File: src/include/mc_defines.svh
`ifndef MC_DEFINES_SVH
`define MC_DEFINES_SVH

// ----------------------------------------------------------------------
// csr page and reset values
// ----------------------------------------------------------------------

`define MC_CSR_PAGE_DEFAULT 4'h0 // matched against csr_a[13:10].
`define MC_DIV_RESET        11'd10 // half-period factor after reset.

// ----------------------------------------------------------------------
// register offsets, csr_a[2:0]
// ----------------------------------------------------------------------

`define MC_REG_DIV  3'd0 // clock divider factor.
`define MC_REG_EN   3'd1 // channel enables.
`define MC_REG_PEND 3'd2 // pending flags, write 1 to clear rx.
`define MC_REG_CMD  3'd3 // command byte.
`define MC_REG_DAT  3'd4 // data word.

`endif
File: src/mc_link_pkg.sv
package mc_link_pkg;

	// ------------------------------------------------------------------
	// shift words and bit counters
	// ------------------------------------------------------------------

	typedef logic [7:0] cmd_byte_t; // command line, one bit per clock.
	typedef logic [31:0] dat_word_t; // data lines, one nibble per clock.

	typedef logic [2:0] cmd_count_t; // counts command bits.
	typedef logic [4:0] dat_count_t; // counts data bits, four at a time.

	// ------------------------------------------------------------------
	// per-line channel state
	// ------------------------------------------------------------------

	// idle until the first bit, shift while bits remain, then held
	// until software loads new data or clears the receive flag.
	typedef enum logic [1:0] {
		CH_IDLE  = 2'd0,
		CH_SHIFT = 2'd1,
		CH_HELD  = 2'd2
	} chan_state_t;

endpackage

File: src/mc_csr_pkg.sv
package mc_csr_pkg;

	// ------------------------------------------------------------------
	// register port types
	// ------------------------------------------------------------------

	typedef logic [13:0] csr_addr_t; // page in [13:10], offset in [2:0].
	typedef logic [31:0] csr_word_t;

	// half-period of the card clock, minus one, in sys_clk cycles.
	typedef logic [10:0] div_factor_t;

	// one bit per channel, used for enables and pending flags.
	typedef logic [3:0] chan_flags_t;

	// ------------------------------------------------------------------
	// bit positions inside chan_flags_t
	// ------------------------------------------------------------------

	localparam int unsigned CH_CMD_TX = 0;
	localparam int unsigned CH_CMD_RX = 1;
	localparam int unsigned CH_DAT_TX = 2;
	localparam int unsigned CH_DAT_RX = 3;

endpackage

File: src/mc_csr.sv
`timescale 1ns/1ps
`include "mc_defines.svh"

module mc_csr #(
	parameter logic [3:0] csr_page = `MC_CSR_PAGE_DEFAULT
) (
	input logic sys_clk,
	input logic sys_rst,
	input mc_csr_pkg::csr_addr_t csr_a,
	input logic csr_we,
	input mc_csr_pkg::csr_word_t csr_di,
	input mc_csr_pkg::chan_flags_t pending,
	input mc_link_pkg::cmd_byte_t cmd_word,
	input mc_link_pkg::dat_word_t dat_word,
	output mc_csr_pkg::csr_word_t csr_do,
	output mc_csr_pkg::div_factor_t div_factor,
	output mc_csr_pkg::chan_flags_t enables,
	output logic cmd_load,
	output logic dat_load,
	output mc_csr_pkg::csr_word_t load_value,
	output logic cmd_rx_clear,
	output logic dat_rx_clear
);

	logic selected;
	logic [2:0] offset;
	logic write;

	// ------------------------------------------------------------------
	// decode
	// ------------------------------------------------------------------

	assign selected = csr_a[13:10] == csr_page;
	assign offset = csr_a[2:0]; // bits [9:3] are not decoded.
	assign write = selected & csr_we;

	// ------------------------------------------------------------------
	// configuration registers
	// ------------------------------------------------------------------

	always_ff @(posedge sys_clk) begin
		if (sys_rst) begin
			div_factor <= `MC_DIV_RESET;
			enables <= '0;
		end else if (write) begin
			case (offset)
				`MC_REG_DIV: div_factor <= csr_di[10:0];
				`MC_REG_EN: enables <= csr_di[3:0];
				default: ;
			endcase
		end
	end

	// ------------------------------------------------------------------
	// read multiplexer
	// ------------------------------------------------------------------

	always_ff @(posedge sys_clk) begin
		if (sys_rst) begin
			csr_do <= '0;
		end else if (selected) begin
			case (offset)
				`MC_REG_DIV: csr_do <= mc_csr_pkg::csr_word_t'(div_factor);
				`MC_REG_EN: csr_do <= mc_csr_pkg::csr_word_t'(enables);
				`MC_REG_PEND: csr_do <= mc_csr_pkg::csr_word_t'(pending);
				`MC_REG_CMD: csr_do <= mc_csr_pkg::csr_word_t'(cmd_word);
				`MC_REG_DAT: csr_do <= dat_word;
				default: csr_do <= '0;
			endcase
		end else begin
			csr_do <= '0; // other pages read as zero.
		end
	end

	// ------------------------------------------------------------------
	// write strobes
	// ------------------------------------------------------------------

	// single cycle, as the host holds a write for one cycle only.
	assign cmd_load = write & (offset == `MC_REG_CMD);
	assign dat_load = write & (offset == `MC_REG_DAT);
	assign load_value = csr_di; // shifters take the low bits they need.

	// write one to clear the receive flags.
	assign cmd_rx_clear = write & (offset == `MC_REG_PEND) & csr_di[1];
	assign dat_rx_clear = write & (offset == `MC_REG_PEND) & csr_di[3];

endmodule

File: config.mk
export PLATFORM = sky130hd
export DESIGN_NAME = mc_csr
export DESIGN_NICKNAME = d
export VERILOG_FILES = /design/src/mc_link_pkg.sv /design/src/mc_csr_pkg.sv /design/src/mc_csr.sv
export VERILOG_INCLUDE_DIRS = /design/src /design/src/include
export SDC_FILE = /design/constraint.sdc
export NUM_CORES = 1
export LEC_CHECK = 0
export BUFFER_PORTS_ARGS = -buffer_cell sky130_fd_sc_hd__buf_2
export CAP_MARGIN = 20
export CELL_PAD_IN_SITES_DETAIL_PLACEMENT = 0
export CELL_PAD_IN_SITES_GLOBAL_PLACEMENT = 1
export CORE_MARGIN = 4
export CORE_UTILIZATION = 25
export CTS_BUF_LIST = sky130_fd_sc_hd__clkbuf_4 sky130_fd_sc_hd__clkbuf_8
export DETAILED_ROUTE_END_ITERATION = 10
export PLACE_DENSITY = 0.89
export SYNTH_ARGS = -nofsm -noshare
export SYNTH_HDL_FRONTEND = slang
export SYNTH_SLANG_ARGS = --single-unit
File: constraint.sdc
create_clock -name sys_clk -period 1.1 [get_ports sys_clk]
set_input_delay 0.055 -clock sys_clk [delete_from_list [all_inputs] [get_ports sys_clk]]
set_output_delay 0.055 -clock sys_clk [all_outputs]
set_load 0.005 [all_outputs]
# Yosys cells after proc, flatten, opt, wreduce, memory -nomap -nowiden
# Cells that the tools add are included.
[op_classes]
add_sub_neg = 0
n_mul = 0
n_div = 0
n_lt_le_gt_ge = 0
n_eq_ne = 4
shift = 0
mux = 1
n_bitwise = 7
n_reduce_logical = 5
[op_table]
columns = ["operator", "count"]
rows = [
  ["$pmux W32 S5", 1],
  ["$and A1 B1 Y1", 6],
  ["$eq A3 B2 Y1 const B", 2],
  ["$logic_not A4 Y1", 1],
  ["$reduce_and A2 Y1", 2],
  ["$eq A3 B1 Y1 const B", 1],
  ["$eq A3 B3 Y1 const B", 1],
  ["$logic_not A3 Y1", 1],
  ["$reduce_or A2 Y1", 1],
  ["$not A1 Y1", 1],
]
[totals]
ff_bits = 47
latchBits = 0
ramBits = 0
rom_bits = 0
inputBits = 93
wordCells = 20
mem_count = 0

# Logic depth before layout (Yosys ltp)
[logic_depth]
ltp_word = 4
mapped_depth = 5
ltp_nobuf = 3

# Worst setup path before layout
# Ideal clock, no wire load.
[synth_timing]
path_kind = "reg2reg"
from = "register div_factor[4]"
to = "register csr_do[4]"
setup_ns = 0.070
t_arrival_ns = 1.037
t_required_ns = 1.030
path_slack_ns = -0.007
path_stages_with_launch = 4
synth_period_minus_slack_ns = 1.107
path_cell_list = "dfxtp_1 -> or3b_2 -> a21o_1 -> a21oi_1"
[synth_via]
elab_chain_len = 1
[synth_rtl]
columns = ["item", "line", "text"]
rows = [
  ["from (decl)", "mc_csr.sv:16", "output mc_csr_pkg::div_factor_t div_factor,"],
  ["from (signal assigned)", "mc_csr.sv:43", "div_factor <= `MC_DIV_RESET;"],
  ["from (signal assigned)", "mc_csr.sv:47", "`MC_REG_DIV: div_factor <= csr_di[10:0];"],
  ["$pmux W32 S5", "mc_csr.sv:62", "case (offset)"],
  ["to (signal assigned)", "mc_csr.sv:63", "`MC_REG_DIV: csr_do <= mc_csr_pkg::csr_word_t'(div_factor);"],
  ["to (signal assigned)", "mc_csr.sv:64", "`MC_REG_EN: csr_do <= mc_csr_pkg::csr_word_t'(enables);"],
  ["to (signal assigned)", "mc_csr.sv:65", "`MC_REG_PEND: csr_do <= mc_csr_pkg::csr_word_t'(pending);"],
  ["to (decl)", "mc_csr.sv:15", "output mc_csr_pkg::csr_word_t csr_do,"],
]
# Every way passes these cells.
# A chain may end at the register's enable or synchronous reset.

# Worst setup path after layout
# Ends and elaborated chain as after synthesis.

==> impl_metrics.env <==
export IMPL_placed_area_um2=2780
export IMPL_drt_total_wl_um=6640
export IMPL_period_needed_ns=1.06
export IMPL_grt_max_degree=29
export IMPL_first_pass_iters=4
export IMPL_finalSetupViolCount=0
export IMPL_io_pins=176
export IMPL_yosysWarnings=0
export IMPL_final_max_slew_viol_count=0
export IMPL_overflow=0
export IMPL_critical_path_buf_inv_count=0
export IMPL_crit_chain="or3b_4 > a21o_1 > a21oi_2"
export IMPL_ys_types=32
export IMPL_cts_tree="yes"
export IMPL_rows=33
export IMPL_most_common_layout_cells="buf_2, dfxtp_1, dlygate4sd3_1"
export IMPL_fin_nets=454
export IMPL_drc=0
export IMPL_grt_pass1_wl_um=9960
export IMPL_antenna_found_initial=0
export IMPL_worstSetupPathType="reg2reg"
export IMPL_start_util_pct=26.1
export IMPL_synth_ff_type="dfxtp_1"
export IMPL_finalClockSkew_ns=0.00717
export IMPL_cp_top_family="simple AND/OR/NAND/NOR gates"
export IMPL_cap_viol_max_count=0
export IMPL_die_h_um=101
export IMPL_area_delta_synth_final_pct=51.6
export IMPL_hold_depth=3
export IMPL_crit_fanout=2
export IMPL_start_kind="flip-flop"
export IMPL_pre_cts_ws_ns=-0.125
export IMPL_power_internal_mw=2.48
export IMPL_cts_sinks=47
export IMPL_synth_edff_count=0
export IMPL_power_switching_mw=0.758
export IMPL_cp_required_ns=1.33
export IMPL_synth_nets=314
export IMPL_swShare_pct=23.4
export IMPL_period_share_pct=96.8
export IMPL_core_area_um2=8300
export IMPL_status="finished, final reports clean"
export IMPL_hold_path_class="in2reg"
export IMPL_post_drt_wl_per_cell_um=14.2
export IMPL_syn_avg_cell_area_um2=9.79
export IMPL_slowest_delay_ns=0.36
export IMPL_path_depth=3
export IMPL_cts_buffers=5
export IMPL_routabilityCongestion=0.742
export IMPL_clockBufferDepth=2
export IMPL_power_frac_clock_pct=34.0
export IMPL_fmax_ghz=0.939
export IMPL_final_cell_count_no_fill=467
export IMPL_synthCells=221
export IMPL_endpoint_kind="flip-flop"
export IMPL_h_tree_depth=2
export IMPL_place_hpwl_um=5050
export IMPL_ant_nets=0
export IMPL_irDropWorstVdd_uv=526
export IMPL_grt_usage_pct=12.6
export IMPL_power_frac_seq_pct=52.7
export IMPL_die_area_um2=10200
export IMPL_cp_arrival_ns=1.30
export IMPL_drtIter0Drc=28
export IMPL_syn_area_um2=2160
export IMPL_portBuffers=126
export IMPL_worstReg2RegEnd="csr_do[4]$_SDFF_PP0_"
export IMPL_root_buffer="clkbuf_8"
export IMPL_powerDensity_nw_per_um2=987
export IMPL_rrSetupSlack_ns=0.04
export IMPL_fin_tns_setup_ns=0
export IMPL_drive_above_1_share_pct=50.6
export IMPL_async_reset_ff_share_pct=0
export IMPL_combPwrFrac_pct=13.3
export IMPL_r2r_cells=3
export IMPL_critPathSlowestCell="or3b_4"
export IMPL_clk_latency_ns=0.30
export IMPL_dp_cells=427
export IMPL_holdPathEnd="csr_do[6]$_SDFF_PP0_"
export IMPL_cts_clk_slew_worst_paths_ns=0.09
export IMPL_leakagePower_nw=1.54
export IMPL_vias_per_cell=4.13
export IMPL_worst_slew_pin_slew_ns=0.295
export IMPL_layout_commonest_cell="buf_2"
export IMPL_seq_area_frac_synth_pct=43.5
export IMPL_grt_pass1_vias=2015
export IMPL_hold_violations=0
export IMPL_num_antenna_cells=0
export IMPL_ys_ff_latch=47
export IMPL_postLayoutCellArea_um2=3280
export IMPL_die_w_um=101
export IMPL_rsz0062_at_grt="true"
export IMPL_min_from="dat_word[6]"
export IMPL_vias=1931
export IMPL_max_slew_margin_pct=80.3
export IMPL_reg2reg_from="div_factor[4]$_SDFFE_PP0P_"
export IMPL_setup_slack_ns=0.0352
how the worst max path moves through the flow:
stage	startpoint	end
after floorplan	div_factor[4]$_SDFFE_PP0P_	csr_do[4]$_SDFF_PP0_
after detailed placement	csr_a[11]	div_factor[5]$_SDFFE_PP0P_
final	div_factor[4]$_SDFFE_PP0P_	csr_do[4]$_SDFF_PP0_
after global routing	csr_a[11]	dat_rx_clear
after CTS	csr_a[1]	dat_load
after global placement	csr_a[11]	div_factor[7]$_SDFFE_PP0P_
through the flow:
step / power [mW] / util [%] / hold slack (ns)
finish: 3.24 / 39.5 / 0.0138
global placement: 2.07 / 33.5 / 0.110
global route: 3.39 / 39.5 / 0.00913
detailed placement: 2.08 / 33.5 / 0.110
floorplan: 1.96 / - / 0.177
CTS: 3.28 / 38.9 / 0.00138
synth_stat cells (2+ instances only):
cell	count	share of area (%)
mux2_2	5	2.6
nand2b_1	25	7.2
or3b_2	4	1.6
mux2i_1	17	7.9
a21o_1	5	1.7
or3_1	2	0.58
buf_2	3	0.69
a21oi_1	7	1.6
nand2_1	7	1.2
clkbuf_1	5	0.87
buf_4	33	11
buf_6	3	1.6
nand3_1	5	1.2
and2_1	21	6.1
nand3b_1	2	0.69
a22oi_1	5	1.7
dfxtp_1	47	43
nor3b_1	3	1.0
nor2_1	9	1.6
cell families (layout without fill, tap and decap cells):
group	Yosys count	in the layout	share of synthesized area [%]
compound gates	20	20	6.07
mux	22	22	10.5
simple gates	87	87	25.3
flops	47	47	43.5
buf+inv	45	186	14.7
final cells by class:
| cell class | count | area (um^2) |
|---|---|---|
| Multi-Input combinational cell | 129 | 966 |
| Timing Repair Buffer | 177 | 1140 |
| Clock inverter | 2 | 13.8 |
| Tap cell | 105 | 131 |
| Clock buffer | 6 | 82.6 |
| Fill cell | 834 | 5020 |
| Inverter | 1 | 3.75 |
| Sequential cell | 47 | 947 |
worst min-delay path, delay by kind of cell:
kind            cells  cell delay, ns
buf+inv             1            0.10
simple gates        1            0.05
compound gates      1            0.05
registers in the layout (all words and copies together), names as in the netlist:
register,flops
csr_do,32
div_factor,11
enables,4
timing repair:
item,in CTS,in global routing
gates resized for setup,10,10
hold buffers,28,0
gates cloned,0,0
setup endpoints to repair,7,11
hold endpoints to repair,28,0
pin swaps,4,2
setup buffers,4,0
power by group through the flow:
stage	logic [mW]	clock network, mW	registers, mW
after global placement	0.327	0	1.75
after floorplan	0.218	0	1.75
after global routing	0.472	1.21	1.71
final	0.431	1.10	1.71
after detailed placement	0.332	0	1.75
after CTS	0.422	1.16	1.71
metal layers:
metal	part of all wire [%]	vias up	GRT usage, %
met1	37	867	13.6
met4	2.7	0	5.62
li1	-	977	-
met3	7.2	23	3.39
met5	0	-	0
met2	53	64	22.8
No activity file was read; power rests on OpenSTA's default activity.
