`config.mk`:
```
export PLATFORM = sky130hd
export DESIGN_NAME = mc_link_ctrl
export DESIGN_NICKNAME = d
export VERILOG_FILES = /design/src/include/mc_defines.svh /design/src/mc_link_pkg.sv /design/src/mc_csr_pkg.sv /design/src/mc_link_ctrl.sv
export SDC_FILE = /design/constraint.sdc
export NUM_CORES = 1
export LEC_CHECK = 0
export BUFFER_PORTS_ARGS = -buffer_cell sky130_fd_sc_hd__buf_4
export CAP_MARGIN = 40
export CELL_PAD_IN_SITES_DETAIL_PLACEMENT = 1
export CELL_PAD_IN_SITES_GLOBAL_PLACEMENT = 2
export CORE_MARGIN = 5
export CORE_UTILIZATION = 32
export CTS_BUF_LIST = sky130_fd_sc_hd__clkbuf_8 sky130_fd_sc_hd__clkbuf_16
export CTS_CLUSTER_SIZE = 28
export DETAILED_ROUTE_END_ITERATION = 10
export PLACE_DENSITY_LB_ADDON = 0.12
export SYNTH_ARGS = -nofsm -noshare
export SYNTH_HDL_FRONTEND = slang
export SYNTH_SLANG_ARGS = --single-unit
```
`constraint.sdc`:
```
create_clock -name sys_clk -period 2.2 [get_ports sys_clk]
set_input_delay 0 -clock sys_clk [delete_from_list [all_inputs] [get_ports sys_clk]]
set_output_delay 0 -clock sys_clk [all_outputs]
set_load 0.005 [all_outputs]
```
`src/include/mc_defines.svh`:
```
`ifndef MC_DEFINES_SVH
`define MC_DEFINES_SVH

// ----------------------------------------------------------------------
// csr page and reset values
// ----------------------------------------------------------------------

`define MC_CSR_PAGE_DEFAULT 4'h0 // matched against csr_a[13:10].
`define MC_DIV_RESET        11'd10 // half-period factor after reset.

// ----------------------------------------------------------------------
// register offsets, csr_a[2:0]
// ----------------------------------------------------------------------

`define MC_REG_DIV  3'd0 // clock divider factor.
`define MC_REG_EN   3'd1 // channel enables.
`define MC_REG_PEND 3'd2 // pending flags, write 1 to clear rx.
`define MC_REG_CMD  3'd3 // command byte.
`define MC_REG_DAT  3'd4 // data word.

`endif
```
`src/mc_link_pkg.sv`:
```
package mc_link_pkg;

	// ------------------------------------------------------------------
	// shift words and bit counters
	// ------------------------------------------------------------------

	typedef logic [7:0] cmd_byte_t; // command line, one bit per clock.
	typedef logic [31:0] dat_word_t; // data lines, one nibble per clock.

	typedef logic [2:0] cmd_count_t; // counts command bits.
	typedef logic [4:0] dat_count_t; // counts data bits, four at a time.

	// ------------------------------------------------------------------
	// per-line channel state
	// ------------------------------------------------------------------

	// idle until the first bit, shift while bits remain, then held
	// until software loads new data or clears the receive flag.
	typedef enum logic [1:0] {
		CH_IDLE  = 2'd0,
		CH_SHIFT = 2'd1,
		CH_HELD  = 2'd2
	} chan_state_t;

endpackage

```
`src/mc_csr_pkg.sv`:
```
package mc_csr_pkg;

	// ------------------------------------------------------------------
	// register port types
	// ------------------------------------------------------------------

	typedef logic [13:0] csr_addr_t; // page in [13:10], offset in [2:0].
	typedef logic [31:0] csr_word_t;

	// half-period of the card clock, minus one, in sys_clk cycles.
	typedef logic [10:0] div_factor_t;

	// one bit per channel, used for enables and pending flags.
	typedef logic [3:0] chan_flags_t;

	// ------------------------------------------------------------------
	// bit positions inside chan_flags_t
	// ------------------------------------------------------------------

	localparam int unsigned CH_CMD_TX = 0;
	localparam int unsigned CH_CMD_RX = 1;
	localparam int unsigned CH_DAT_TX = 2;
	localparam int unsigned CH_DAT_RX = 3;

endpackage

```
`src/mc_link_ctrl.sv`:
```
`timescale 1ns/1ps

module mc_link_ctrl (
	input logic sys_clk,
	input logic sys_rst,
	input mc_csr_pkg::chan_flags_t enables,
	input logic bit_ce,
	input logic cmd_load,
	input logic dat_load,
	input logic cmd_rx_clear,
	input logic dat_rx_clear,
	output mc_csr_pkg::chan_flags_t pending,
	output logic clock_run,
	output logic irq
);

	localparam mc_link_pkg::cmd_count_t CMD_LAST = 3'd7;
	localparam mc_link_pkg::dat_count_t DAT_LAST = 5'd28; // last nibble of 32 bits.
	localparam mc_link_pkg::dat_count_t DAT_STEP = 5'd4;

	mc_link_pkg::chan_state_t cmd_state;
	mc_link_pkg::chan_state_t dat_state;
	mc_link_pkg::cmd_count_t cmd_count;
	mc_link_pkg::dat_count_t dat_count;
	logic cmd_step;
	logic dat_step;
	logic cmd_done;
	logic dat_done;

	// a line counts when either of its directions is enabled.
	assign cmd_step = bit_ce & (cmd_state != mc_link_pkg::CH_HELD)
		& (enables[mc_csr_pkg::CH_CMD_TX] | enables[mc_csr_pkg::CH_CMD_RX]);
	assign dat_step = bit_ce & (dat_state != mc_link_pkg::CH_HELD)
		& (enables[mc_csr_pkg::CH_DAT_TX] | enables[mc_csr_pkg::CH_DAT_RX]);

	assign cmd_done = cmd_step & (cmd_count == CMD_LAST);
	assign dat_done = dat_step & (dat_count == DAT_LAST);

	// ------------------------------------------------------------------
	// line state machines and bit counters
	// ------------------------------------------------------------------

	always_ff @(posedge sys_clk) begin
		if (sys_rst | cmd_load | cmd_rx_clear) begin
			cmd_state <= mc_link_pkg::CH_IDLE;
			cmd_count <= '0;
		end else if (cmd_step) begin
			cmd_count <= cmd_count + 3'd1;
			cmd_state <= cmd_done ? mc_link_pkg::CH_HELD : mc_link_pkg::CH_SHIFT;
		end
	end

	always_ff @(posedge sys_clk) begin
		if (sys_rst | dat_load | dat_rx_clear) begin
			dat_state <= mc_link_pkg::CH_IDLE;
			dat_count <= '0;
		end else if (dat_step) begin
			dat_count <= dat_count + DAT_STEP;
			dat_state <= dat_done ? mc_link_pkg::CH_HELD : mc_link_pkg::CH_SHIFT;
		end
	end

	// ------------------------------------------------------------------
	// pending flags
	// ------------------------------------------------------------------

	always_ff @(posedge sys_clk) begin
		if (sys_rst) begin
			pending <= '0;
		end else begin
			if (cmd_load)
				pending[mc_csr_pkg::CH_CMD_TX] <= 1'b1;
			else if (cmd_done & enables[mc_csr_pkg::CH_CMD_TX])
				pending[mc_csr_pkg::CH_CMD_TX] <= 1'b0;

			if (cmd_rx_clear)
				pending[mc_csr_pkg::CH_CMD_RX] <= 1'b0;
			else if (cmd_done & enables[mc_csr_pkg::CH_CMD_RX])
				pending[mc_csr_pkg::CH_CMD_RX] <= 1'b1;

			if (dat_load)
				pending[mc_csr_pkg::CH_DAT_TX] <= 1'b1;
			else if (dat_done & enables[mc_csr_pkg::CH_DAT_TX])
				pending[mc_csr_pkg::CH_DAT_TX] <= 1'b0;

			if (dat_rx_clear)
				pending[mc_csr_pkg::CH_DAT_RX] <= 1'b0;
			else if (dat_done & enables[mc_csr_pkg::CH_DAT_RX])
				pending[mc_csr_pkg::CH_DAT_RX] <= 1'b1;
		end
	end

	// stall while a transmitter has nothing to send or a receiver is full.
	assign clock_run = ~((enables[mc_csr_pkg::CH_CMD_TX] & ~pending[mc_csr_pkg::CH_CMD_TX])
		| (enables[mc_csr_pkg::CH_CMD_RX] & pending[mc_csr_pkg::CH_CMD_RX])
		| (enables[mc_csr_pkg::CH_DAT_TX] & ~pending[mc_csr_pkg::CH_DAT_TX])
		| (enables[mc_csr_pkg::CH_DAT_RX] & pending[mc_csr_pkg::CH_DAT_RX]));

	assign irq = pending[mc_csr_pkg::CH_CMD_RX] | pending[mc_csr_pkg::CH_DAT_RX];

endmodule

```
# After elaboration in Yosys (flattened, before gate mapping)
# Cells that the tools add are included.
# totals
regBits,16
input_bits,11
out_inout_bits,6
word_cells,51
# op_classes
n_addsub,2
eq_ne,4
muxes,6
bitwise,27
n_reduce_logical,4
# ops
op,n
$and 1x1->1,14
$or 1x1->1,10
$add 5x3->5 const B,1
$eq 5x5->1 const B,1
$mux 1,4
$mux 2,2
$ne 2x2->1 const B,2
$reduce_bool 2->1,2
$reduce_or 2->1,2
$add 3x1->3 const B,1
$eq 3x3->1 const B,1
$not 1->1,3

# Depth between registers and ports, before layout
# logic_depth
depth_word,7
depth_mapped,5
ltp_nobuf,5

# Worst setup path after synthesis
# No wires, ideal clock.
# synth_path
path_kind,register -> register
from,reg cmd_state[1]
to,reg cmd_count[0]
setup_ps,70
arrival_time_ps,1049
path_slack_ps,1081
path_stages_with_launch,4
n_path_buf,0
synth_period_minus_slack_ps,1119
cell_sequence,dfxtp_1 > nor2b_1 > or4_1 > a21oi_1
# synth_between
elab_chain_cells,3
# synth_lines
item,line_no,text
from (decl),mc_link_ctrl.sv:21,mc_link_pkg::chan_state_t cmd_state;
from (signal assigned),mc_link_ctrl.sv:45,cmd_state <= mc_link_pkg::CH_IDLE;
from (signal assigned),mc_link_ctrl.sv:49,cmd_state <= cmd_done ? mc_link_pkg::CH_HELD : mc_link_pkg::CH_SHIFT;
$ne 2x2->1,mc_link_ctrl.sv:31,assign cmd_step = bit_ce & (cmd_state != mc_link_pkg::CH_HELD)
$and 1x1->1,mc_link_ctrl.sv:31,
$and 1x1->1,mc_link_ctrl.sv:32,& (enables[mc_csr_pkg::CH_CMD_TX] | enables[mc_csr_pkg::CH_CMD_RX]);
to (signal assigned),mc_link_ctrl.sv:48,cmd_count <= cmd_count + 3'd1;
to (decl),mc_link_ctrl.sv:23,mc_link_pkg::cmd_count_t cmd_count;
# Every way passes these cells.
# A chain may end at the register's enable or synchronous reset.

# Worst setup path in the final report
# layout_path
from,reg dat_count[2]
to,reg pending[3]
# layout_between
elab_chain_cells,3
# layout_lines
item,line_no,text
from (decl),mc_link_ctrl.sv:24,mc_link_pkg::dat_count_t dat_count;
from (signal assigned),mc_link_ctrl.sv:58,dat_count <= dat_count + DAT_STEP;
$eq 5x5->1,mc_link_ctrl.sv:37,assign dat_done = dat_step & (dat_count == DAT_LAST);
$and 1x1->1,mc_link_ctrl.sv:37,
$and 1x1->1,mc_link_ctrl.sv:88,else if (dat_done & enables[mc_csr_pkg::CH_DAT_RX])
"to (signal, indexed assignment)",mc_link_ctrl.sv:84,pending[mc_csr_pkg::CH_DAT_TX] <= 1'b0;
"to (signal, indexed assignment)",mc_link_ctrl.sv:87,pending[mc_csr_pkg::CH_DAT_RX] <= 1'b0;
"to (signal, indexed assignment)",mc_link_ctrl.sv:89,pending[mc_csr_pkg::CH_DAT_RX] <= 1'b1;
to (decl),mc_link_ctrl.sv:12,"output mc_csr_pkg::chan_flags_t pending,"
# Every way passes these cells.

==> reports/metrics.yaml <==
worst_setup_path:
  worst_setup_path_start_kind: "flop"
  endpoint_type_of_the_worst_setup_path: "flop"
  worstPathRequired_ps: 2330
  timing.critical_path.arrival_ps: 1840
  crit_type: "reg2reg"
  worstPathMaxFanout: 3
timing:
  fin_crit_sh: 0.7769
  final.min_clock_period_ps: 1709
  rsz0062_at_grt: "no"
  worst-slew-pin-transition_ps: 445.3
  clock_skew_ps: 2.782
  setup-tns-final_ps: 0
  report.final.setup_viol: 0
  report.final.slew_viol_count: 0
  max_clock_freq_mhz: 585.0
  timing_hold_violations_final: 0
  max-slew-margin-rel: 0.7025
synth:
  synthTopCellsByCount: "14 x sky130_fd_sc_hd__dfxtp_1, 10 x sky130_fd_sc_hd__o31ai_1, 9 x sky130_fd_sc_hd__a21oi_1"
  async_flop_share: 0
  yosys_register_bits: 14
  ys_seq_area_frac: 0.4058
  synth-main-ff-cell: "sky130_fd_sc_hd__dfxtp_1"
  synth_top_area_frac: 0.4058
  yosysTopAreaCell: "sky130_fd_sc_hd__dfxtp_1"
  synthesis.area_um2: 690.7
  syn-instance-count: 76
  post-synth-top-count-cell: "sky130_fd_sc_hd__dfxtp_1"
  synth_cell_types: 25
  ys_warn_count: 0
  post_synth_main_area_contributors: "sky130_fd_sc_hd__dfxtp_1 41%, sky130_fd_sc_hd__o31ai_1 11%, sky130_fd_sc_hd__ha_1 7.2%"
  synth_enable_flop_cells: 0
  synth_nets: 91
  synth_area_per_cell_um2: 9.088
pwr:
  p_leak_uw: 0.0004013
  ir_drop_mv: 0.3716
  netSwitchingFraction: 0.2276
  p_comb_frac: 0.115
  power.internal_uw: 411.2
  pwr_density_cell_nw_per_um2: 571.8
  power.share.sequential: 0.491
  net-switching-power_uw: 121.1
  clockPowerShare: 0.393
die:
  die_height_um: 56.46
  design.die.area_um2: 3187
  fp.coreArea_um2: 2002
  io_pins: 17
  initial_util: 0.3450
  die_width_um: 56.46
  rows: 16
global_routing:
  via_count_of_the_first_global_routing_pass: 704
  grt_antenna_before_repair: 0
  maximum_number_of_pins_on_one_net_before_global_route_repair: 13
  global_route.usage.total: 0.1305
  grt_first_pass_wirelength_um: 3305
  grt_remaining_overflow: 0
clocking:
  cts-buffers-inserted: 3
  cts_hold_repair.buffers: 6
  cts-root-to-sink-buffers: 2
  clock_latency_ps: 240
  cts_repair_resize_count: 0
  path_clk_slew_ps: 60
  number_of_levels_in_the_clock_h_tree: 1
  ctsRootBufferMaster: "sky130_fd_sc_hd__clkbuf_8"
  clkSinkCount: 14
  post-cts-setup-buffers: 0
  clock_tree_from_tritoncts: "done"
cells_and_area:
  antenna-diode-count: 0
  finalNetCount: 116
  fillers: 241
  layout-drive-gt1-share: 0.2222
  area_growth_syn_to_layout_pct: 34.78
  core_util_final: 0.4650
run_status:
  run_status: "completed"
detailed_routing:
  avgViaCountPerCell: 5.389
  met1_wl_um: 922
  number_of_design_rule_violations_left_by_the_first_detailed_router_iteration: 6
  route.vias.total: 679
  dr_wl_met2_um: 774
  detailedRoute.firstPassIterationCount: 4
  antenna_left: 0
  met3WireLength_um: 143
  maxUsedRoutingLayer: "met4"
  route.detailed.wl_per_inst_um: 14.67
  drt_drc_violations_left: 0
  detail_route.wirelength_um: 1848
placed_design:
  port_buffers: 16
  final_gp_congestion: 0.7445
  post_detailed_placement_half_perimeter_wirelength_um: 1360
worst_hold_path:
  min_path_type: "in2reg"
flow_run:
  max-cap-violations: 0
through the flow:
stage               hold slack, ps  worst slack [ps]  instances  total power [uW]  cell area (um2)
global route                 9.142             412.0        126             556.2            930.9
detailed placement           174.1             983.5        117             322.2            829.5
floorplan                    59.61              1081         76             292.7            690.7
CTS                         0.7035             487.7        126             542.7            930.9
finish                       8.802             490.7        126             532.3            930.9
global placement             170.3              1045        117             321.8            829.5
area by class of cell:
| type | instances | area [um2] | area share |
|---|---|---|---|
| Multi-Input combinational cell | 55 | 376.6 | 0.4046 |
| Sequential cell | 14 | 280.3 | 0.3011 |
| Timing Repair Buffer | 22 | 180.2 | 0.1935 |
| Clock buffer | 3 | 41.29 | 0.04435 |
| Tap cell | 27 | 33.78 | 0.03629 |
| Inverter | 5 | 18.77 | 0.02016 |
cell families after synthesis:
logic type / Yosys count / synth area share
flops: 14 / 0.4058
compound gates: 26 / 0.2554
simple gates: 25 / 0.2174
buf+inv: 7 / 0.04890
fa+ha+maj: 4 / 0.07247
registers in the layout, summed over array words and instances, names as in the netlist:
name and count:
cmd_state 2, cmd_count 3, dat_count 3, dat_state 2, pending 4
cell usage in the layout, fill, tap and decap left out:
cell type                        n
sky130_fd_sc_hd__or3_1           2
sky130_fd_sc_hd__or2_2           2
sky130_fd_sc_hd__or4_1           2
sky130_fd_sc_hd__nand2b_1        2
sky130_fd_sc_hd__nor3_1          2
sky130_fd_sc_hd__o31ai_1        10
sky130_fd_sc_hd__a41oi_1         3
sky130_fd_sc_hd__dlygate4sd3_1   6
sky130_fd_sc_hd__buf_4          16
sky130_fd_sc_hd__a221oi_1        1
sky130_fd_sc_hd__and3b_1         1
sky130_fd_sc_hd__nand2_1         2
sky130_fd_sc_hd__nor2b_1         2
sky130_fd_sc_hd__nor2_1          2
sky130_fd_sc_hd__inv_1           4
sky130_fd_sc_hd__nand4_1         6
sky130_fd_sc_hd__inv_2           1
sky130_fd_sc_hd__a21oi_1         9
sky130_fd_sc_hd__clkbuf_8        3
sky130_fd_sc_hd__o21ai_1         1
sky130_fd_sc_hd__ha_1            4
sky130_fd_sc_hd__dfxtp_1        14
sky130_fd_sc_hd__o21ba_1         1
sky130_fd_sc_hd__or2_1           1
sky130_fd_sc_hd__a31oi_1         1
sky130_fd_sc_hd__nor3b_1         1
path summary, 6_finish.rpt:
kind                                           startpoint                         to  slack [ps]  depth (start not counted)
worst max-delay path            dat_count[2]$_SDFFE_PP0P_    pending[3]$_SDFFE_PP0P_         490                          5
worst min-delay path                             cmd_load    pending[0]$_SDFFE_PP0P_           9                          3
worst max register to register  dat_count[2]$_SDFFE_PP0P_    pending[3]$_SDFFE_PP0P_         490                          5
worst min register to register  dat_count[4]$_SDFFE_PP0P_  dat_count[4]$_SDFFE_PP0P_         480                          2
power groups by stage:
| stage | registers, uW | logic (uW) | clock network [uW] |
|---|---|---|---|
| global route | 262 | 69.1 | 225 |
| global placement | 267 | 54.7 | 0 |
| finish | 261 | 61.4 | 209 |
| CTS | 261 | 61.1 | 220 |
| detailed placement | 267 | 55.3 | 0 |
| floorplan | 266 | 26.2 | 0 |
per-layer routing:
layer	GRT usage	vias up
met3	0.06881	2
met5	0	-
li1	-	342
met2	0.1931	17
met1	0.1660	318
met4	0.03051	0
worst max-delay path: stages, from the launching register on:
cell                            delay [ps]
sky130_fd_sc_hd__dfxtp_1               330
sky130_fd_sc_hd__ha_1                  220
sky130_fd_sc_hd__ha_1                  230
sky130_fd_sc_hd__a41oi_1               230
sky130_fd_sc_hd__nor3_1                 60
sky130_fd_sc_hd__dlygate4sd3_1         550
(Power assumes the default switching activity.)
