### src/include/mc_defines.svh
`ifndef MC_DEFINES_SVH
`define MC_DEFINES_SVH

// ----------------------------------------------------------------------
// csr page and reset values
// ----------------------------------------------------------------------

`define MC_CSR_PAGE_DEFAULT 4'h0 // matched against csr_a[13:10].
`define MC_DIV_RESET        11'd10 // half-period factor after reset.

// ----------------------------------------------------------------------
// register offsets, csr_a[2:0]
// ----------------------------------------------------------------------

`define MC_REG_DIV  3'd0 // clock divider factor.
`define MC_REG_EN   3'd1 // channel enables.
`define MC_REG_PEND 3'd2 // pending flags, write 1 to clear rx.
`define MC_REG_CMD  3'd3 // command byte.
`define MC_REG_DAT  3'd4 // data word.

`endif
### src/mc_shift_reg.sv
`timescale 1ns/1ps

module mc_shift_reg #(
	parameter int unsigned lanes = 1,
	parameter int unsigned depth = 8
) (
	input logic sys_clk,
	input logic sys_rst,
	input logic load,
	input logic [depth-1:0] load_value,
	input logic shift,
	input logic [lanes-1:0] pin_in,
	output logic [depth-1:0] word,
	output logic [lanes-1:0] pin_out
);

	// the word doubles as the readback register.
	always_ff @(posedge sys_clk) begin
		if (sys_rst) begin
			word <= '0;
		end else if (load) begin
			word <= load_value; // a host write wins over a shift.
		end else if (shift) begin
			// pins enter at the bottom. when transmitting, the pin
			// carries our own top lane, so the word rotates.
			word <= {word[depth-lanes-1:0], pin_in};
		end
	end

	// most significant lanes go out first.
	assign pin_out = word[depth-1 -: lanes];

endmodule

### config.mk
export PLATFORM = sky130hd
export DESIGN_NAME = mc_shift_reg
export DESIGN_NICKNAME = d
export VERILOG_FILES = /design/src/include/mc_defines.svh /design/src/mc_shift_reg.sv
export SDC_FILE = /design/constraint.sdc
export NUM_CORES = 1
export LEC_CHECK = 0
export BUFFER_PORTS_ARGS = -buffer_cell sky130_fd_sc_hd__buf_2
export CAP_MARGIN = 20
export CORE_AREA = 4 4 41 43
export DETAILED_ROUTE_END_ITERATION = 10
export DIE_AREA = 0 0 45 47
export HOLD_SLACK_MARGIN = 0.1
export PLACE_DENSITY = 0.57
export SYNTH_ARGS = -nofsm -noshare
export SYNTH_HDL_FRONTEND = slang
export SYNTH_SLANG_ARGS = --single-unit
export TNS_END_PERCENT = 10
### constraint.sdc
create_clock -name sys_clk -period 1 [get_ports sys_clk]
set_input_delay 0.2 -clock sys_clk [delete_from_list [all_inputs] [get_ports sys_clk]]
set_output_delay 0.2 -clock sys_clk [all_outputs]
set_load 0.03 [all_outputs]
=== Word level (Yosys, flattened, before mapping) ===
Index checks and enable logic that the tools add are counted.

* Flip-flop bits (word level): 8
* Input port bits: 13
* Output and inout port bits: 9

* Muxes and demuxes: 2
* Reductions and logical operators: 1

{| class="wikitable"
|+ Operators by type and width
! kind !! number
|-
| $mux 8 || 2
|-
| $reduce_bool 2->1 || 1
|}

=== Longest topological paths before layout ===
Gate-level depths: netlist (run 1).

* Depth after elaboration: 2
* Mapped depth: 3

=== Least setup slack after synthesis (run 1) ===
Ideal clock, no wire load.

* Path type: register to output
* Start point: reg word[7]
* End point: out word[7]
* Arrival: 0.718 ns
* Slack: 0.082 ns
* Cell stages (with the launch flop): 2
* Path buffers: 1
* Path through: dfxtp_1 -> buf_4

{| class="wikitable"
|+ RTL lines
! what !! RTL line !! RTL
|-
| start, declared || mc_shift_reg.sv:13 || <nowiki>output logic [depth-1:0] word,</nowiki>
|-
| start signal, assigned || mc_shift_reg.sv:22 || <nowiki>word <= load_value;</nowiki>
|-
| start signal, assigned || mc_shift_reg.sv:26 || <nowiki>word <= {word[depth-lanes-1:0], pin_in};</nowiki>
|}

No word-level cell between the ends.

=== Final worst setup path (run 1) ===
* Start point: reg word[7]
* End point: out word[7]

No word-level cell between the ends.

==> metrics.cfg, run 1 <==
[status]
run_status = completed

[finish]
final_nets = 72
flip_flop_count_of_the_largest_register_after_layout = 8
layout-drive-gt1-share_pct = 52.6
largest_register = word
fill_count = 141
largest_registers = word x8
layout-area-overhead-vs-synth_pct = 46.5
n_antenna_cell = 0
postLayoutCoreUtil_pct = 42.4
stdcell_area_um2 = 552

[setup_path]
timing.critical_path.slowest_cell_delay_ns = 0.35
worst_setup_path_start_kind = flip-flop
worst_path_cell_chain = buf_4
critical-path-slowest-cell = sky130_fd_sc_hd__dfxtp_1
critical_path_end_type = primary output
worst_ep_arrival_time_ns = 0.76
worst_ep_required_time_ns = 0.80
critPathMaxFanout = 3
cell_family_with_most_cp_delay = flip-flops
path_class = flip-flop to primary output
critPathBufInv = 1

[yosys]
yosysUniqueCellTypes = 8
adder_cell_area_share_of_the_yosys_netlist_pct = 0
netlist.top_cell.by_area = sky130_fd_sc_hd__dfxtp_1
synthSimpleGateAreaFrac_pct = 13.3
synth_seq_cells = 8
fraction_of_the_mapped_netlist_area_in_compound_gates_pct = 15.9
synthesis.yosys.warnings = 0
synth_cells = 36
yosys.area_share.xor_xnor_pct = 0
synth.area.mux_share_pct = 21.3
largest_family_of_logic_cells_by_synthesized_area = multiplexers
synthesis.area_per_instance_um2 = 10.5
yosys-top-cells-area = sky130_fd_sc_hd__dfxtp_1 43%, sky130_fd_sc_hd__mux2i_1 21%, sky130_fd_sc_hd__a211oi_1 16%, sky130_fd_sc_hd__nor2b_1 13%, sky130_fd_sc_hd__buf_6 3.0%
synth_nets = 49
synth.yosys.seq_area_share_pct = 42.5
synth_area_um2 = 377
netlist.area_leader.share_pct = 42.5

[clock_tree]
tritoncts = done
clk_path_buf_depth = 2
cts_setup_buffers = 0
root_buffer = sky130_fd_sc_hd__clkbuf_4
total_clock_buffers_created_by_cts = 3
clkSlewWorstSetupHoldPaths_ns = 0.05
cts_num_sinks = 8
htree_num_levels = 1
clk_latency_ns = 0.24

[floorplan]
ios = 22
die_y_um = 47
placement_rows = 13
placeableCoreArea_um2 = 1300
floorplan.die_area_um2 = 2120
floorplan.initialDensity_pct = 28.9
die-width_um = 45

[pwr]
p_leak_nw = 0.257
cell_pwr_density_nw_per_um2 = 1450
power.total_uw = 801
vdd.ir_drop.worst_v = 0.000565

[min_path]
hold_path.class = primary input to flip-flop

[timing]
worst_hold_slack_ns = 0.215
finClkSkew_ns = 0.000677
rsz0062_at_grt = yes
max_freq_ghz = 1.04
setup_viol_count_final = 0
tightestPinTransition_ns = 0.233
maxSlewViolCount = 0
timing.max_slew.rel_slack_pct = 84.5
finalCriticalPeriod_ns = 0.963
timing.final.crit_share_pct = 96.3
timing_hold_violations_final = 0

[routing]
total_via_count_after_detailed_routing = 328
drt-wirelength-per-cell_um = 11.6
drt_pass1_iterations = 1
totalWireLength_um = 832
detail_route.iter0.violations = 0
detail_route.vias_per_cell = 4.56
remaining_drc_errors = 0
antenna_violating_nets_left = 0

[grt]
first_global_vias = 337
grtUsageTotal_pct = 9.02
antenna_found_initial = 0
grt_overflow = 0
grt_pass1_wl_um = 1360
largest_net_degree_at_the_start_of_global_routing = 10

[place]
place.gp.congestion = 0.668
placed_cell_area_um2 = 478
numPortBuffers = 21

[run]
max-cap-violations = 0

cell usage in the layout (no fill, tap or decap), drive strengths merged:
cell / instances
a211oi: 8
inv: 1
buf: 21
nor2b: 8
dfxtp: 8
clkbuf: 3
mux2i: 8
metrics by stage:
stage / instances / setup slack [ns] / setup TNS (ns)
4_1_cts: 72 / -0.000214 / -0.000214
6_report: 72 / 0.0371 / 0
3_3_place_gp: 69 / 0.131 / 0
5_1_grt: 72 / -0.00686 / -0.0103
2_1_floorplan: 36 / 0.0824 / 0
3_5_place_dp: 69 / 0.128 / 0
repair_timing:
action / 4_1_cts / 5_1_grt
hold buffers: 0 / 0
endpoints found under the setup margin: 7 / 9
resized for setup: 6 / 17
routing by layer:
layer	up-vias	global-route usage, %	share of wire, %
met2	12	15.0	50
met4	0	3.51	0
li1	170	-	-
met3	0	3.45	8.2
met5	-	0	0
met1	146	10.5	42
power breakdown:
group	leakage (nW)	internal [mW]	switching, mW
combinational	0.175	0.0931	0.104
clock	0.0138	0.137	0.0984
sequential	0.0680	0.347	0.0215
total	0.257	0.577	0.224
worst register-to-register path: stages, from the launching register on:
cell	delay [ns]
sky130_fd_sc_hd__dfxtp_1	0.36
sky130_fd_sc_hd__mux2i_1	0.09
sky130_fd_sc_hd__a211oi_1	0.21
final cells by class:
| class | instances | area, µm² | share of cell area, % |
|---|---|---|---|
| inverters | 1 | 3.75 | 0.680 |
| clock buffers | 3 | 22.5 | 4.08 |
| flip-flops and latches | 8 | 166 | 30.2 |
| repair buffers | 21 | 150 | 27.2 |
| multi-input cells | 24 | 190 | 34.5 |
| well taps | 15 | 18.8 | 3.40 |
kinds of logic (layout without fill, tap and decap cells):
group                  count (synthesis)  after routing
AO/OA/AOI/OAI                          8              8
buffers and inverters                  4             25
flip-flops                             8              8
multiplexers                           8              8
AND/OR/NAND/NOR                        8              8
cell usage after synthesis (all sizes together):
cell type / number
a211oi: 8
dfxtp: 8
mux2i: 8
nor2b: 8
buf: 3
inv: 1
final timing paths:
path / depth (start not counted) / slack (ns) / endpoint / start
min: 2 / 0.21 / word[0] / sys_rst
max reg2reg: 2 / 0.25 / word[3] / word[2]
min reg2reg: 2 / 0.57 / word[0] / word[0]
max: 1 / 0.04 / word[7] / word[7]
(Power assumes the default switching activity.)
==> inputs of run 2 (changes only) <==
--- a/config.mk
+++ b/config.mk
@@ -12,6 +12,7 @@
 export DIE_AREA = 0 0 45 47
 export HOLD_SLACK_MARGIN = 0.1
 export PLACE_DENSITY = 0.57
+export RECOVER_POWER = 100
 export SYNTH_ARGS = -nofsm -noshare
 export SYNTH_HDL_FRONTEND = slang
 export SYNTH_SLANG_ARGS = --single-unit
==> run 2 against run 1 <==
Via count unchanged. Global-route usage is the same. Hold slack improved by 0.0018 ns. First-iteration DRC count unchanged. Critical endpoint is now word[0]. Largest power group unchanged.
==> metrics.cfg, run 2 (synthesis gave the netlist of run 1 again) <==
[setup_path]
cell_family_with_most_cp_delay = flip-flops
critPathBufInv = 1  ; unchanged
worst_setup_path_start_kind = flip-flop
worst_path_cell_chain = buf_6
reg2reg_setup_slack_ns = 0.22  ; -0.03 ns
timing.critical_path.slowest_cell_delay_ns = 0.38  ; +0.03 ns
worst_ep_arrival_time_ns = 0.77  ; about the same
worst_r2r_path_depth = 2  ; unchanged
critical_path_end_type = primary output
regToRegStartpoint = word[0]
worst_ep_required_time_ns = 0.80  ; about the same
path_class = flip-flop to primary output
critPathMaxFanout = 3  ; unchanged
crit-reg2reg-capture = word[1]
critical-path-slowest-cell = sky130_fd_sc_hd__dfxtp_1

[timing]
max_freq_ghz = 1.03  ; -1.2%
finalCriticalPeriod_ns = 0.974  ; +0.0114 ns
tightestPinTransition_ns = 0.233  ; unchanged
rsz0062_at_grt = yes
timing.final.crit_share_pct = 97.4  ; +1.1 points
maxSlewViolCount = 0  ; unchanged
finClkSkew_ns = 0.000526  ; -0.000152 ns
timing_hold_violations_final = 0  ; unchanged
timing.max_slew.rel_slack_pct = 84.5  ; unchanged
setup_viol_count_final = 0  ; unchanged

[finish]
flip_flop_count_of_the_largest_register_after_layout = 8  ; unchanged
final_cell_mix = 12 x sky130_fd_sc_hd__buf_2, 8 x sky130_fd_sc_hd__mux2i_1, 8 x sky130_fd_sc_hd__nor2b_1, 8 x sky130_fd_sc_hd__a211oi_1
largest_registers = word x8
postLayoutCoreUtil_pct = 41.6  ; -0.77 points
mostFrequentLayoutCell = sky130_fd_sc_hd__buf_2
fill_count = 142  ; +0.71%
layout-drive-gt1-share_pct = 49.1  ; -3.5 points
n_antenna_cell = 0  ; unchanged
layout-area-overhead-vs-synth_pct = 43.9
largest_register = word
final_nets = 72  ; unchanged
stdcell_area_um2 = 542  ; -1.8%

[min_path]
whs_endpoint = word[3]
hold_path.class = primary input to flip-flop
timing.hold.worst_path_depth = 2  ; unchanged
timing.hold.worst.start = sys_rst

[floorplan]
floorplan.die_area_um2 = 2120  ; unchanged
placement_rows = 13  ; unchanged
ios = 22  ; unchanged
die-width_um = 45  ; unchanged
die_y_um = 47  ; unchanged
placeableCoreArea_um2 = 1300  ; unchanged
floorplan.initialDensity_pct = 28.9  ; unchanged

[routing]
detail_route.iter0.violations = 0  ; unchanged
totalWireLength_um = 833  ; +0.12%
detail_route.vias_per_cell = 4.56  ; unchanged
drt-wirelength-per-cell_um = 11.6  ; +0.12%
total_via_count_after_detailed_routing = 328  ; unchanged
met2WireLength_um = 412  ; unchanged
remaining_drc_errors = 0  ; unchanged
wl_met3_um = 64  ; -5.9%
antenna_violating_nets_left = 0  ; unchanged
drt-met1-wl_um = 355  ; +1.1%
maxUsedRoutingLayer = met3
drt_pass1_iterations = 1  ; unchanged

[clock_tree]
clkSlewWorstSetupHoldPaths_ns = 0.05  ; about the same
root_buffer = sky130_fd_sc_hd__clkbuf_4
total_clock_buffers_created_by_cts = 3  ; unchanged
tritoncts = done
clk_path_buf_depth = 2  ; unchanged
htree_num_levels = 1  ; unchanged
cts_num_sinks = 8  ; unchanged
clk_latency_ns = 0.24  ; about the same

[grt]
grt_pass1_wl_um = 1360  ; unchanged
antenna_found_initial = 0  ; unchanged
grtUsageTotal_pct = 9.02  ; unchanged
largest_net_degree_at_the_start_of_global_routing = 10  ; unchanged
grt_overflow = 0  ; unchanged
first_global_vias = 337  ; unchanged

[pwr]
netSwitchingFraction_pct = 28.1  ; +0.071 points
power_report.internal_total_uw = 571  ; -0.89%
net-switching-power_uw = 223  ; -0.54%
p_leak_nw = 0.254  ; -0.95%
vdd.ir_drop.worst_v = 0.000559  ; -1.1%
seq_pwr_share_pct = 46.1  ; about the same
clkPwrFrac_pct = 29.6  ; +0.2 points
comb_power_share_pct = 24.4  ; -0.2 points
cell_pwr_density_nw_per_um2 = 1470  ; +1.0%

[place]
placed_cell_area_um2 = 478  ; unchanged
place.gp.congestion = 0.668  ; unchanged
numPortBuffers = 21  ; unchanged

[status]
run_status = completed

[run]
max-cap-violations = 0  ; unchanged

-- run 2: cell count changes in the layout (fill, tap and decap cells not counted) --
cell | before | now
sky130_fd_sc_hd__buf_4 | 3 | 5
sky130_fd_sc_hd__buf_6 | 6 | 4
sky130_fd_sc_hd__dfxtp_1 | 3 | 5
sky130_fd_sc_hd__dfxtp_2 | 5 | 3
-- run 2: power by group through the flow --
| stage | logic (mW) | registers [mW] | clock network [mW] |
|---|---|---|---|
| 6_report | 0.194 | 0.366 | 0.235 |
| 5_1_grt | 0.209 | 0.370 | 0.277 |
| 4_1_cts | 0.184 | 0.362 | 0.249 |
| 3_5_place_dp | 0.174 | 0.367 | 0 |
| 3_3_place_gp | 0.172 | 0.367 | 0 |
| 2_1_floorplan | 0.0739 | 0.413 | 0 |
-- run 2: metrics by stage --
step / hold slack, ns / power (mW) / cells / TNS, ns / setup slack [ns]
global route: 0.223 / 0.855 / 72 / -0.0197 / -0.00686
floorplan: 0.391 / 0.487 / 36 / 0 / 0.0824
detailed placement: 0.483 / 0.541 / 69 / 0 / 0.128
global placement: 0.484 / 0.540 / 69 / 0 / 0.131
CTS: 0.219 / 0.794 / 72 / -0.000214 / -0.000214
finish: 0.216 / 0.794 / 72 / 0 / 0.0258
-- run 2: worst max path at each step --
stage	from	end	slack (ns)	cells past startpoint
finish	word[0]	word[0]	0.03	1
global route	word[7]	word[7]	-0.007	1
floorplan	word[7]	word[7]	0.08	1
detailed placement	shift	word[6]	0.13	3
global placement	shift	word[4]	0.13	3
CTS	word[7]	word[7]	-0.0002	1
-- run 2: repair_timing --
item | in CTS | in global routing
resized for setup | 6 | 17
hold buffers | 0 | 0
setup buffers | 0 | 0
hold endpoints to repair | 0 | 0
endpoints found under the setup margin | 7 | 9
-- run 2: layout make-up --
| type | count | area (µm²) | area share, % |
|---|---|---|---|
| repair buffers | 21 | 143 | 26.3 |
| clock buffers | 3 | 22.5 | 4.16 |
| well taps | 15 | 18.8 | 3.46 |
| multi-input cells | 24 | 190 | 35.1 |
| inverters | 1 | 3.75 | 0.693 |
| flip-flops and latches | 8 | 164 | 30.3 |
-- run 2: layer usage --
metal	vias up	global-route usage [%]
met5	-	0
met4	0	3.51
met3	0	3.45
met2	12	15.0
met1	146	10.5
li1	170	-
==> inputs of run 3 (changes only) <==
--- a/config.mk
+++ b/config.mk
@@ -7,11 +7,11 @@
 export LEC_CHECK = 0
 export BUFFER_PORTS_ARGS = -buffer_cell sky130_fd_sc_hd__buf_2
 export CAP_MARGIN = 20
-export CORE_AREA = 4 4 41 43
+export CORE_MARGIN = 4
+export CORE_UTILIZATION = 28
 export DETAILED_ROUTE_END_ITERATION = 10
-export DIE_AREA = 0 0 45 47
 export HOLD_SLACK_MARGIN = 0.1
-export PLACE_DENSITY = 0.57
+export PLACE_DENSITY = 0.56
 export RECOVER_POWER = 100
 export SYNTH_ARGS = -nofsm -noshare
 export SYNTH_HDL_FRONTEND = slang
==> constraint.sdc (replaced) <==
create_clock -name sys_clk -period 1 [get_ports sys_clk]
set_input_delay 0.1 -clock sys_clk [delete_from_list [all_inputs] [get_ports sys_clk]]
set_output_delay 0.1 -clock sys_clk [all_outputs]
set_load 0.03 [all_outputs]
==> run 3 against run 2 <==
Non-clock buffer count stayed put. Clock power increased by 6%. Die area is 5.6% lower. Global-route usage increased by 0.45 points. Via count grew 1.2%. Sequential share of layout area is 1.8 points higher. Setup slack improved by 0.053 ns. Hold slack worse by 0.088 ns. Clock skew rose by 0.0023 ns. Highest routed layer unchanged.
==> metrics.cfg, run 3 (synthesis gave the netlist of run 1 again) <==
[timing]
worst_hold_slack_ns = 0.129  ; -0.0877 ns
setup_viol_count_final = 0  ; unchanged
finalCriticalPeriod_ns = 0.921  ; -0.0530 ns
tightestPinTransition_ns = 0.233  ; +0.000232 ns
timing.final.crit_share_pct = 92.1  ; -5.3 points
finClkSkew_ns = 0.00279  ; +0.00227 ns
maxSlewViolCount = 0  ; unchanged
timing_hold_violations_final = 0  ; unchanged
rsz0062_at_grt = no
max_freq_ghz = 1.09  ; +5.8%
timing.max_slew.rel_slack_pct = 84.4  ; about the same
tns_ns = 0  ; unchanged

[setup_path]
critPathMaxFanout = 3  ; unchanged
cell_family_with_most_cp_delay = flip-flops
worst_setup_path_start_kind = flip-flop
path_class = flip-flop to primary output
worst_path_cell_chain = clkbuf_2
worst_ep_arrival_time_ns = 0.82  ; +0.05 ns
critical_path_end_type = primary output
worst_ep_required_time_ns = 0.90  ; +0.10 ns
regToRegStartpoint = word[0]
reg2reg_setup_slack_ns = 0.25  ; +0.03 ns
crit-reg2reg-capture = word[0]
critical-path-slowest-cell = sky130_fd_sc_hd__dfxtp_1
critPathBufInv = 1  ; unchanged
worst_r2r_path_depth = 2  ; unchanged
timing.critical_path.slowest_cell_delay_ns = 0.35  ; -0.03 ns

[pwr]
cell_pwr_density_nw_per_um2 = 1560  ; +6.7%
net-switching-power_uw = 233  ; +4.4%
comb_power_share_pct = 22.0  ; -2.4 points
vdd.ir_drop.worst_v = 0.000574  ; +2.9%
p_leak_nw = 0.243  ; -4.3%
seq_pwr_share_pct = 46.2  ; about the same
power_report.internal_total_uw = 548  ; -4.1%
netSwitchingFraction_pct = 29.8  ; +1.8 points
clkPwrFrac_pct = 31.8  ; +2.2 points

[floorplan]
ios = 22  ; unchanged
floorplan.initialDensity_pct = 31.8  ; +2.8 points
floorplan.die_area_um2 = 2000  ; -5.6%
die_y_um = 44.7  ; -4.9%
die-width_um = 44.7  ; -0.72%
placeableCoreArea_um2 = 1190  ; -8.8%
placement_rows = 12  ; -1

[clock_tree]
clk_latency_ns = 0.25  ; about the same
tritoncts = done
cts_repair_resize_count = 0  ; -6
hold_buffers = 0  ; unchanged
cts_num_sinks = 8  ; unchanged
root_buffer = sky130_fd_sc_hd__clkbuf_4
clkSlewWorstSetupHoldPaths_ns = 0.06  ; about the same
clk_path_buf_depth = 2  ; unchanged
htree_num_levels = 1  ; unchanged
total_clock_buffers_created_by_cts = 3  ; unchanged
cts_setup_buffers = 0  ; unchanged

[status]
run_status = completed

[min_path]
timing.hold.worst_path_depth = 2  ; unchanged
timing.hold.worst.start = sys_rst
hold_path.class = primary input to flip-flop
whs_endpoint = word[7]

[finish]
mostFrequentLayoutCell = sky130_fd_sc_hd__buf_2
n_antenna_cell = 0  ; unchanged
largest_registers = word x8
flip_flop_count_of_the_largest_register_after_layout = 8  ; unchanged
layout.cells.non_filler = 71  ; -1.4%
layout-drive-gt1-share_pct = 43.9  ; -5.3 points
layout-area-overhead-vs-synth_pct = 32.6
fill_count = 131  ; -7.7%
final_nets = 72  ; unchanged
largest_register = word

[place]
placed_cells = 68  ; -1.4%
dpl.hpwl_um = 628
numPortBuffers = 21  ; unchanged
place.gp.congestion = 0.648  ; -2.9%

[routing]
detail_route.vias_per_cell = 4.68  ; +2.6%
drt-wirelength-per-cell_um = 12.0  ; +3.8%
detail_route.iter0.violations = 3  ; +3
antenna_violating_nets_left = 0  ; unchanged
total_via_count_after_detailed_routing = 332  ; +1.2%
totalWireLength_um = 853  ; +2.4%
drt_pass1_iterations = 2  ; +1
remaining_drc_errors = 0  ; unchanged

[grt]
first_global_vias = 291  ; -14%
antenna_found_initial = 0  ; unchanged
largest_net_degree_at_the_start_of_global_routing = 10  ; unchanged
grt_pass1_wl_um = 1310  ; -3.5%
grt_overflow = 0  ; unchanged
grtUsageTotal_pct = 9.47  ; +0.45 points

[run]
max-cap-violations = 0  ; unchanged

[run 3: changes by cell type in the layout (fill, tap and decap cells not counted)]
cell                       before  now
sky130_fd_sc_hd__clkbuf_2       0    8
sky130_fd_sc_hd__buf_4          5    0
sky130_fd_sc_hd__buf_6          4    0
sky130_fd_sc_hd__dfxtp_1        5    8
sky130_fd_sc_hd__dfxtp_2        3    0
sky130_fd_sc_hd__buf_2         12   13
[run 3: layout make-up]
class / count / area [µm²] / area share, %
Tap cell: 14 / 17.5 / 3.51
Multi-Input combinational cell: 24 / 190 / 38.1
Inverter: 1 / 3.75 / 0.752
Sequential cell: 8 / 160 / 32.1
Clock buffer: 3 / 22.5 / 4.51
Timing Repair Buffer: 21 / 105 / 21.1
[run 3: per-layer routing]
layer  GRT usage, %  share of wire [%]  vias up
met5              0                  0        -
met3           6.10                 11        0
li1               -                  -      171
met4           3.61                  0        0
met2           12.0                 42       16
met1           12.4                 46      145
[run 3: how the worst max path moves through the flow]
stage                   end  slack (ns)  startpoint  cells after the start
floorplan           word[1]        0.09     word[0]                      2
global placement    word[7]        0.23       shift                      3
detailed placement  word[0]        0.24       shift                      3
CTS                 word[4]        0.07     word[4]                      1
global route        word[4]        0.02     word[4]                      1
finish              word[4]        0.08     word[4]                      1
[run 3: power by group through the flow]
stage          sequential [mW]  combinational [mW]  clock (mW)
2_1_floorplan            0.413              0.0739           0
3_3_place_gp             0.367               0.174           0
3_5_place_dp             0.367               0.174           0
4_1_cts                  0.360               0.175       0.263
5_1_grt                  0.365               0.186       0.288
6_report                 0.360               0.172       0.248
[run 3: metrics by stage]
stage | util, % | setup WS (ns) | power (mW) | instance area, µm²
detailed placement | 40.2 | 0.245 | 0.541 | 477
global route | 42.1 | 0.0182 | 0.839 | 499
finish | 42.1 | 0.0788 | 0.781 | 499
floorplan | - | 0.0913 | 0.487 | 377
global placement | 40.2 | 0.234 | 0.541 | 477
CTS | 42.1 | 0.0713 | 0.798 | 499
